==> src/rtl/mem_pkg.sv <==
package mem_pkg;

    // Store view of an instruction word
    typedef struct packed {
        logic [6:0] imm_hi;
        logic [4:0] rs2;
        logic [4:0] rs1;
        logic [2:0] funct3;
        logic [4:0] imm_lo;
        logic [6:0] opcode;
    } s_fmt_t;

    // Register-writing view, same bits
    typedef struct packed {
        logic [11:0] imm;
        logic [4:0]  rs1;
        logic [2:0]  funct3;
        logic [4:0]  rd;
        logic [6:0]  opcode;
    } i_fmt_t;

    typedef union packed {
        s_fmt_t s_fmt;
        i_fmt_t i_fmt;
    } inst_t;

    // Base opcodes
    localparam logic [6:0] OPC_STORE  = 7'b0100011;
    localparam logic [6:0] OPC_LOAD   = 7'b0000011;
    localparam logic [6:0] OPC_BRANCH = 7'b1100011;
    localparam logic [6:0] OPC_OP     = 7'b0110011;
    localparam logic [6:0] OPC_OP_IMM = 7'b0010011;
    localparam logic [6:0] OPC_LUI    = 7'b0110111;
    localparam logic [6:0] OPC_AUIPC  = 7'b0010111;
    localparam logic [6:0] OPC_JAL    = 7'b1101111;
    localparam logic [6:0] OPC_JALR   = 7'b1100111;

    // Store widths by funct3
    localparam logic [2:0] FNC_SB = 3'b000;
    localparam logic [2:0] FNC_SH = 3'b001;
    localparam logic [2:0] FNC_SW = 3'b010;

    // addi x0, x0, 0
    localparam logic [31:0] NOP = 32'h0000_0013;

    typedef enum logic [1:0] {
        SIZE_NONE = 2'd0,
        SIZE_B    = 2'd1,
        SIZE_H    = 2'd2,
        SIZE_W    = 2'd3
    } size_t;

    typedef struct packed {
        logic  dmem_en;
        logic  io_en;
        size_t size;
        logic  fwd_wdata;
        logic  is_branch;
        logic  bubble;
    } mem_ctrl_t;

    // Top address nibble
    localparam logic [3:0] REGION_DMEM = 4'h1;
    localparam logic [3:0] REGION_IO   = 4'h8;

    localparam int DMEM_ADDR_BITS = 14;

    // IO block offsets
    localparam logic [7:0] IO_UART_CTRL = 8'h00;
    localparam logic [7:0] IO_UART_TX   = 8'h08;
    localparam logic [7:0] IO_CYCLES    = 8'h10;
    localparam logic [7:0] IO_INSTS     = 8'h14;
    localparam logic [7:0] IO_COUNT_RST = 8'h18;
    localparam logic [7:0] IO_BRANCHES  = 8'h1C;
    localparam logic [7:0] IO_BR_GOOD   = 8'h20;

    // Short bit period keeps simulation fast
    localparam int CLOCKS_PER_BIT = 8;
    localparam int BAUD_CNT_W = $clog2(CLOCKS_PER_BIT);
    localparam logic [BAUD_CNT_W-1:0] BAUD_LAST = BAUD_CNT_W'(CLOCKS_PER_BIT - 1);

endpackage

==> src/rtl/mmio_regs.sv <==
module mmio_regs (
    input  logic        clk,
    input  logic        reset,
    input  logic        en,
    input  logic [3:0]  we,
    input  logic [31:0] addr,
    input  logic [31:0] din,
    input  logic        bubble,
    input  logic        is_branch,
    input  logic        br_suc,
    input  logic        tx_ready,
    output logic [7:0]  tx_data,
    output logic        tx_valid,
    output logic [31:0] dout
);
    logic [31:0] cycles;
    logic [31:0] insts;
    logic [31:0] branches;
    logic [31:0] br_good;
    logic [31:0] rdata;
    logic [7:0]  offset;
    logic        sel;
    logic        wr;
    logic        count_rst;

    // Full decode, bits between the nibble and the offset must be zero
    assign sel    = en && (addr[31:28] == mem_pkg::REGION_IO) && (addr[27:8] == 20'd0);
    assign offset = addr[7:0];
    assign wr     = sel && (|we);

    // Dropped while a frame is still going out
    assign tx_valid  = wr && we[0] && (offset == mem_pkg::IO_UART_TX) && tx_ready;
    assign tx_data   = din[7:0];
    assign count_rst = wr && (offset == mem_pkg::IO_COUNT_RST);

    always_ff @(posedge clk) begin
        if (reset || count_rst) begin
            cycles   <= 32'd0;
            insts    <= 32'd0;
            branches <= 32'd0;
            br_good  <= 32'd0;
        end else begin
            cycles <= cycles + 32'd1;
            if (!bubble) insts <= insts + 32'd1;
            if (is_branch) branches <= branches + 32'd1;
            if (is_branch && br_suc) br_good <= br_good + 32'd1;
        end
    end

    // Unmapped and write-only offsets read zero
    always_comb begin
        case (offset)
            mem_pkg::IO_UART_CTRL: rdata = {31'd0, tx_ready};
            mem_pkg::IO_CYCLES:    rdata = cycles;
            mem_pkg::IO_INSTS:     rdata = insts;
            mem_pkg::IO_BRANCHES:  rdata = branches;
            mem_pkg::IO_BR_GOOD:   rdata = br_good;
            default:               rdata = 32'd0;
        endcase
    end

    always_ff @(posedge clk) begin
        if (sel) dout <= rdata;
    end

    // Good predictions are a subset of branches
    good_within_branches: assert property (@(posedge clk) disable iff (reset)
        br_good <= branches) else $error("prediction count exceeds branch count");

endmodule

==> config.mk <==
export PLATFORM = sky130hd
export DESIGN_NAME = mmio_regs
export DESIGN_NICKNAME = d
export VERILOG_FILES = /design/src/rtl/mem_pkg.sv /design/src/rtl/mmio_regs.sv
export SDC_FILE = /design/constraint.sdc
export NUM_CORES = 1
export LEC_CHECK = 0
export BUFFER_PORTS_ARGS = -buffer_cell sky130_fd_sc_hd__buf_2
export CORE_AREA = 5 5 138 140
export DETAILED_ROUTE_END_ITERATION = 10
export DIE_AREA = 0 0 143 145
export SYNTH_ARGS = -nofsm -noshare
export SYNTH_HDL_FRONTEND = slang
export SYNTH_SLANG_ARGS = --single-unit
==> constraint.sdc <==
create_clock -name clk -period 3 [get_ports clk]
set_input_delay 0.45 -clock clk [delete_from_list [all_inputs] [get_ports clk]]
set_output_delay 0.45 -clock clk [all_outputs]
set_load 0.02 [all_outputs]
==> results of run 1 <==
[kinds of logic after synthesis]
logic type,count (synthesis),share of synthesized area
buffers and inverters,83,0.0471
AOI/OAI and AO/OA,215,0.176
and+or+nand+nor,359,0.260
DFF,160,0.452
xor gates and xnor gates,49,0.0551
adders and majority gates,4,0.00642
muxes,2,0.00257
[layer usage]
layer  GRT usage  vias to the layer above
li1            -                     3379
met1       0.274                     3157
met2       0.311                      189
met3      0.0392                       32
met4      0.0689                        0
met5           0                        -
[area by class of cell]
type / instances / area, µm² / share of cell area
multi-input cells: 629 / 3930 / 0.441
flip-flops and latches: 160 / 3520 / 0.395
repair buffers: 88 / 498 / 0.0559
clock buffers: 20 / 457 / 0.0512
well taps: 229 / 287 / 0.0322
clock inverters: 12 / 140 / 0.0157
inverters: 21 / 78.8 / 0.00885
[cell usage in the layout (no fill, tap or decap), types with 15 or more instances in the layout]
cell type | synthesis | layout
nand4_1 | 32 | 32
or4_1 | 44 | 44
nand3_1 | 43 | 43
and4_1 | 19 | 19
clkbuf_16 | 0 | 17
nand2_1 | 71 | 71
xnor2_1 | 26 | 26
o21ai_0 | 32 | 32
buf_2 | 11 | 75
nor4_1 | 15 | 15
dfxtp_1 | 128 | 128
nor2_1 | 61 | 60
xor2_1 | 23 | 23
inv_1 | 21 | 21
o31ai_1 | 39 | 38
a21oi_1 | 71 | 71
edfxtp_1 | 32 | 32
a22oi_1 | 62 | 62
or3_1 | 29 | 29
[cell usage after synthesis, drive strengths merged, types with 26 or more instances]
master  instances  area [µm²]
a21oi          73         373
or4            48         375
nand4          34         234
xnor2          26         228
edfxtp         32         961
dfxtp         128        2560
clkbuf         39         146
nand3          43         215
o31ai          39         293
nor2           61         229
o21ai          32         160
a22oi          62         465
or3            29         181
nand2          71         267
[metrics by stage]
step | hold slack, ns | total power, mW | instances | util | instance area, µm²
after floorplan | 0.438 | 2.33 | 872 | - | 7790
after global placement | 0.469 | 2.37 | 1127 | 0.469 | 8310
after detailed placement | 0.470 | 2.37 | 1127 | 0.469 | 8310
after CTS | 0.335 | 4.56 | 1159 | 0.503 | 8910
after global routing | 0.359 | 4.68 | 1159 | 0.503 | 8910
final | 0.332 | 4.54 | 1159 | 0.503 | 8910
[worst max path at each step]
stage	slack, ns	cells past startpoint	endpoint	start
after CTS	0.61	5	branches[22]	branches[0]
after global routing	0.44	4	branches[22]	branches[2]
after detailed placement	0.47	5	branches[22]	is_branch
after floorplan	0.30	3	dout[0]	addr[9]
final	0.58	5	branches[22]	branches[0]
after global placement	0.51	5	branches[24]	is_branch
[registers in the layout, summed over array words and instances (netlist names)]
name      flops
br_good      32
branches     32
cycles       32
dout         32
insts        32
[where the power goes]
group          internal [mW]  total, mW  switching [mW]
clock network           1.34       2.21           0.873
logic                 0.0472      0.111          0.0637
registers               2.19       2.21          0.0188
total                   3.58       4.54           0.955
[critical path, stage by stage (launching register included)]
cell	delay (ns)
dfxtp_1	0.52
ha_1	0.23
inv_1	0.04
or4_1	0.80
or4_1	0.60
a21oi_1	0.15
==> impl_metrics.toml, run 1 <==
[grt]
grt_max_degree = 64
grt_pass1_vias = 6155
overflow = 0
grt.total_usage = 0.199
grt_pass1_wl_um = 33100
grt_antenna_before_repair = 0

[min_path]
hold_end = "br_good[1]"
hp-start = "br_suc"
holdCritPathClass = "in2reg"
hold_depth = 3

[cells_and_area]
final_nets = 996
syn_to_final_growth_pct = 14.4
drive_above_1_share = 0.142
antenna_cells = 0
n_fill_cell = 1694

[detailed_routing]
maxUsedRoutingLayer = "met4"
drc = 0
vias = 6757
dr.pass1.iters = 5
detail-route-antenna-nets = 0
wirelength_um = 20500
wl_met3_um = 1020
drt_iter0_drc = 592
routed_via_density = 5.83
wl_met2_um = 9650
wl_met1_um = 9340
wl_per_cell_um = 17.7

[sta]
min_period_ns = 2.42
tightest_slew_ns = 0.678
fin_crit_sh = 0.807
setup_ws_ns = 0.579
rsz0062_at_grt = "no"
fin_setup_tns_ns = 0
hold_viol_final = 0
max_freq_ghz = 0.413
finalSetupViolCount = 0
fin_worst_skew_ns = 0.00952
slew_headroom = 0.543
drv_slew = 0

[worst_setup_path]
cp.arrival_ns = 2.79
r2r_setup_slack_ns = 0.58
worstPathRequired_ns = 3.37
end_kind = "flip-flop"
reg2reg_depth = 5
cp-start-kind = "flip-flop"
worstPathMaxFanout = 18
path_class = "reg2reg"
r2r_end = "branches[22]"
r2r-start = "branches[0]"

[placed_design]
hpwl_um = 14200
place_congestion = 0.784
io_buffers = 75
place_ws_ns = 0.468

[cts]
cts_buffer_depth = 2
clock-root-buffer = "clkbuf_16"
post_cts.repair.setup_buffers = 0
cts.repair.resized = 0
cts_max_level = 4
cts_hold_buf = 0
cts_made_buffers = 17
cts_tree = "done"
clk_pin_slew_ns = 0.06
clock_latency_ns = 0.43
cts.sink_count = 160

[synth]
syn_area_um2 = 7790
async_flop_share = 0
synth-edff-count = 32
synthCells = 872
ys_seq_area_frac = 0.452
synth.avg_cell_area_um2 = 8.93
synth_cell_type_count = 49
synth.net_count = 951
synth-seq-cells = 160
yosysWarnings = 0
ys.flop_type = "dfxtp_1"

[die]
io_pins = 116
die_y_um = 145
dieArea_um2 = 20700
rows = 49
initial_core_util = 0.440
die_w_um = 143
core_area_um2 = 17700

[status]
status = "complete, no violations"

[job]
cap_violations = 0

[power_and_ir_drop]
peakVddDrop_v = 0.000416
power_leakage_nw = 3.04
p_per_area_nw_per_um2 = 509
Power figures use the tool's default switching activity.
==> run 2, diff against run 1 <==
==> constraint.sdc (replaced) <==
create_clock -name clk -period 2.4 [get_ports clk]
set_input_delay 0.36 -clock clk [delete_from_list [all_inputs] [get_ports clk]]
set_output_delay 0.36 -clock clk [all_outputs]
set_load 0.02 [all_outputs]
==> run 2 against run 1 <==
  * Combinational power increased by 41%
  * Sequential power is 25% higher
  * Via count grew 2.4%
  * Critical endpoint is now insts[28]
==> impl_metrics.toml, run 2 (same netlist as run 1, synthesis figures left out) <==
[worst_setup_path]
path_class = "reg2reg"
worstPathRequired_ns = 2.75
worstPathMaxFanout = 18
cp-start-kind = "flip-flop"
r2r_setup_slack_ns = 0.17
cp.arrival_ns = 2.58
end_kind = "flip-flop"

[placed_design]
io_buffers = 75
place_congestion = 0.808
hpwl_um = 14500

[detailed_routing]
wirelength_um = 20700
detail-route-antenna-nets = 0
drc = 0
maxUsedRoutingLayer = "met4"
wl_per_cell_um = 17.5
wl_met2_um = 9960
vias = 6920
wl_met1_um = 9290
dr.pass1.iters = 5
wl_met3_um = 1150
routed_via_density = 5.86
drt_iter0_drc = 489

[min_path]
holdCritPathClass = "in2reg"

[cts]
cts_made_buffers = 17
cts_max_level = 4
clk_pin_slew_ns = 0.07
clock_latency_ns = 0.43
clock-root-buffer = "clkbuf_16"
cts_tree = "done"
cts_hold_buf = 0
cts.sink_count = 160
cts_buffer_depth = 2
post_cts.repair.setup_buffers = 0

[cells_and_area]
antenna_cells = 0
mostFrequentLayoutCell = "dfxtp_1"
final_nets = 1018
mostFrequentLayoutCells = "dfxtp_1 (128), buf_2 (75), nand2_1 (71), a21oi_1 (71), a22oi_1 (62)"
syn_to_final_growth_pct = 17.6
n_fill_cell = 1653
fin_util = 0.517
drive_above_1_share = 0.164

[sta]
min_period_ns = 2.23
max_freq_ghz = 0.449
fin_worst_skew_ns = 0.00979
drv_slew = 0
whs_ns = 0.235
fin_crit_sh = 0.929
hold_viol_final = 0
slew_headroom = 0.520
finalSetupViolCount = 0
rsz0062_at_grt = "no"
fin_setup_tns_ns = 0
tightest_slew_ns = 0.713

[power_and_ir_drop]
comb_power_share = 0.027
clkPwrFrac = 0.491
swShare = 0.216
p_int_mw = 4.49
peakVddDrop_v = 0.000443
power_leakage_nw = 3.16
power_switching_mw = 1.24
p_seq_frac = 0.482
total_power_mw = 5.73
p_per_area_nw_per_um2 = 625

[die]
dieArea_um2 = 20700
rows = 49
initial_core_util = 0.440
die_y_um = 145
io_pins = 116
core_area_um2 = 17700
die_w_um = 143

[grt]
grt_antenna_before_repair = 0
overflow = 0
grt.total_usage = 0.200
grt_max_degree = 40
grt_pass1_wl_um = 33400
grt_pass1_vias = 6315

[job]
cap_violations = 0

[status]
status = "complete, no violations"
==> run 2: cell count changes in the layout (fill, tap and decap cells not counted), sizes merged <==
cell / delta
clkinv: -4
inv: +3
clkbuf: +1
buf: +22
==> run 2: path summary, 6_finish.rpt <==
check,to,cells after the start,start
setup / recovery,insts[28],4,insts[12]
setup reg to reg,insts[28],4,insts[12]
hold reg to reg,cycles[0],1,cycles[0]
hold / removal,insts[0],3,bubble
==> run 2: repair_timing <==
| action | in CTS | in global routing |
|---|---|---|
| gates resized for setup | 0 | 1 |
| endpoints found under the setup margin | 0 | 2 |
| endpoints found under the hold margin | 0 | 0 |
==> run 2: critical path: stages, from the launching register on <==
cell and delay [ns]:
dfxtp_1 0.47, nand4_1 0.17, or4b_1 0.78, or4_1 0.57, a21oi_1 0.17
==> run 2: stage by stage <==
| stage | cells | setup slack [ns] | instance area (µm²) |
|---|---|---|---|
| 3_5_place_dp | 1149 | 0.175 | 8550 |
| 3_3_place_gp | 1149 | 0.188 | 8550 |
| 6_report | 1181 | 0.171 | 9160 |
| 4_1_cts | 1181 | 0.177 | 9160 |
| 5_1_grt | 1181 | 0.0596 | 9160 |
| 2_1_floorplan | 872 | 0.295 | 7790 |
==> run 2: layout make-up <==
type | count | area [µm²] | share of cell area
Clock buffer | 21 | 450 | 0.0492
Clock inverter | 11 | 155 | 0.0169
Inverter | 21 | 78.8 | 0.00860
Multi-Input combinational cell | 629 | 3930 | 0.429
Sequential cell | 160 | 3520 | 0.384
Tap cell | 229 | 287 | 0.0313
Timing Repair Buffer | 110 | 738 | 0.0806
==> run 2: power groups by stage <==
stage | Combinational, mW | Clock (mW) | Sequential [mW]
6_report | 0.157 | 2.81 | 2.76
3_5_place_dp | 0.158 | 0 | 2.82
4_1_cts | 0.158 | 2.85 | 2.76
3_3_place_gp | 0.156 | 0 | 2.82
5_1_grt | 0.173 | 2.97 | 2.76
2_1_floorplan | 0.0918 | 0 | 2.82
==> run 2: routing by layer <==
metal  track usage  up-vias
met1         0.268     3276
met2         0.323      196
met5             0        -
li1              -     3425
met4        0.0570        0
met3        0.0487       23
==> run 3, diff against run 2 <==
--- a/config.mk
+++ b/config.mk
@@ -6,9 +6,10 @@
 export NUM_CORES = 1
 export LEC_CHECK = 0
 export BUFFER_PORTS_ARGS = -buffer_cell sky130_fd_sc_hd__buf_2
-export CORE_AREA = 5 5 138 140
+export CORE_AREA = 4 4 137 139
 export DETAILED_ROUTE_END_ITERATION = 10
-export DIE_AREA = 0 0 143 145
+export DIE_AREA = 0 0 141 143
+export PLACE_DENSITY = 0.67
 export SYNTH_ARGS = -nofsm -noshare
 export SYNTH_HDL_FRONTEND = slang
 export SYNTH_SLANG_ARGS = --single-unit
==> constraint.sdc (replaced) <==
create_clock -name clk -period 2 [get_ports clk]
set_input_delay 0.3 -clock clk [delete_from_list [all_inputs] [get_ports clk]]
set_output_delay 0.3 -clock clk [all_outputs]
set_load 0.02 [all_outputs]
==> run 3 against run 2 <==
  * The run now ends with negative setup slack left
  * Via count grew 6.4%
  * Die area is 2.8% lower
  * Clock skew rose by 0.0020 ns
  * Global-route usage is 1.6 points higher
  * Maximum frequency is 10% higher
  * Sequential power rose by 20%
  * Cell count rose by 6.5%
  * Critical path type unchanged
  * Largest power group is now sequential cells
  * Highest routed layer unchanged
==> impl_metrics.toml, run 3 (same netlist as run 1, synthesis figures left out) <==
[grt]
busiest_layer = "met2"
grtUsageMet3 = 0.0469
overflow = 0
grt_max_degree = 33
grt_use_met1 = 0.273
gr-usage-met2 = 0.367
grt_pass1_wl_um = 35100
grt_antenna_before_repair = 0
grt_pass1_vias = 7007
grt.total_usage = 0.217

[power_and_ir_drop]
power_switching_mw = 1.54
clkPwrFrac = 0.468
comb_power_share = 0.034
p_int_mw = 5.11
peakVddDrop_v = 0.000616
p_seq_frac = 0.498
p_per_area_nw_per_um2 = 676
power_leakage_nw = 3.55
swShare = 0.231

[sta]
tightest_slew_ns = 0.381
hold_viol_final = 0
setup_ws_ns = -0.0191
drv_slew = 0
min_period_ns = 2.02
fin_crit_sh = 1.01
slew_headroom = 0.746
whs_ns = 0.190
fin_worst_skew_ns = 0.0118
max_freq_ghz = 0.495
finalSetupViolCount = 1
rsz0062_at_grt = "yes"

[worst_setup_path]
r2r_setup_slack_ns = -0.02
end_kind = "flip-flop"
crit_start = "insts[1]"
endpoint = "insts[20]"
r2r_end = "insts[20]"
crit_chain = "ha_2, nand3b_1, or4_4, buf_6, or4_1, a21oi_2"
worstPathMaxFanout = 10
reg2reg_depth = 6
max_stage_delay_ns = 0.53
cp.arrival_ns = 2.38
path_class = "reg2reg"
cp-start-kind = "flip-flop"
r2r-start = "insts[1]"
cpMaxStageDelayCell = "or4_1"
worstPathRequired_ns = 2.36

[cells_and_area]
antenna_cells = 0
drive_above_1_share = 0.259
mostFrequentLayoutCell = "dfxtp_1"
mostFrequentLayoutCells = "dfxtp_1 (119), buf_4 (97), buf_2 (77), nand2_1 (71), a21oi_1 (64)"
final_cells = 1258
syn_to_final_growth_pct = 26.3
n_fill_cell = 1580
final_nets = 1095
design_area_um2 = 9840

[die]
dieArea_um2 = 20200
initial_core_util = 0.441
io_pins = 116
rows = 49
core_area_um2 = 17700
die_y_um = 143
die_w_um = 141

[placed_design]
io_buffers = 75
dp.cells = 1216
place_congestion = 0.804
postPlaceCellArea_um2 = 9080
hpwl_um = 15100

[detailed_routing]
wl_per_cell_um = 17.4
routed_via_density = 5.85
drt_iter0_drc = 676
dr.pass1.iters = 6
detail-route-antenna-nets = 0
drc = 0
wirelength_um = 21900
vias = 7364

[cts]
clock-root-buffer = "clkbuf_16"
cts_made_buffers = 17
cts_tree = "done"
cts.sink_count = 160
cts_buffer_depth = 2
cts_max_level = 4
clock_latency_ns = 0.43
clk_pin_slew_ns = 0.06
cts_hold_buf = 0

[job]
cap_violations = 0

[min_path]
holdCritPathClass = "in2reg"

[status]
violations = "negative setup slack"
status = "finished, violations left"
-- run 3: layout make-up --
type | instances | area, µm² | area share
Clock inverter | 13 | 101 | 0.0103
Sequential cell | 160 | 3540 | 0.359
Timing Repair Buffer | 186 | 1330 | 0.135
Inverter | 21 | 78.8 | 0.00801
Clock buffer | 19 | 464 | 0.0472
Multi-Input combinational cell | 630 | 4040 | 0.411
Tap cell | 229 | 287 | 0.0291
-- run 3: routing by layer --
layer	vias up	wire (µm)
met1	3499	9580
met5	-	0
met3	33	1340
met2	246	10500
li1	3586	-
met4	0	545
-- run 3: how the worst min path moves through the flow --
stage                           start          end  slack, ns  cells past startpoint
final                          br_suc   br_good[1]       0.19                      3
after global placement      insts[31]    insts[31]       0.47                      2
after detailed placement  br_good[31]  br_good[31]       0.48                      2
after floorplan             cycles[0]    cycles[0]       0.44                      1
after CTS                      br_suc   br_good[1]       0.18                      3
after global routing           br_suc   br_good[1]       0.20                      3
-- run 3: what timing repair did --
item                       in CTS  in global routing
setup endpoints to repair      12                 30
cloned                          1                  2
resized for setup               7                 29
pin swaps                       0                 14
buffers inserted                1                  6
-- run 3: stage by stage --
stage	worst slack, ns	util	total power [mW]	TNS [ns]
2_1_floorplan	0.00586	-	3.49	0
3_3_place_gp	-0.0296	0.514	3.60	-0.0988
3_5_place_dp	-0.0656	0.514	3.61	-0.334
4_1_cts	0.00374	0.548	6.67	0
5_1_grt	-0.0613	0.557	6.85	-0.382
6_report	-0.0191	0.557	6.65	-0.0191
-- run 3: critical path: cells and delay by family (launching register included) --
| family | cells | cell delay (ns) |
|---|---|---|
| compound gates | 1 | 0.16 |
| fa+ha+maj | 1 | 0.18 |
| buf+inv | 1 | 0.17 |
| flops | 1 | 0.37 |
| simple gates | 3 | 1.07 |
-- run 3: power by group through the flow --
stage / Sequential (mW) / Clock (mW) / Combinational (mW)
after floorplan: 3.38 / 0 / 0.112
after global placement: 3.38 / 0 / 0.220
after detailed placement: 3.38 / 0 / 0.224
after CTS: 3.31 / 3.13 / 0.225
after global routing: 3.31 / 3.29 / 0.249
final: 3.31 / 3.11 / 0.226
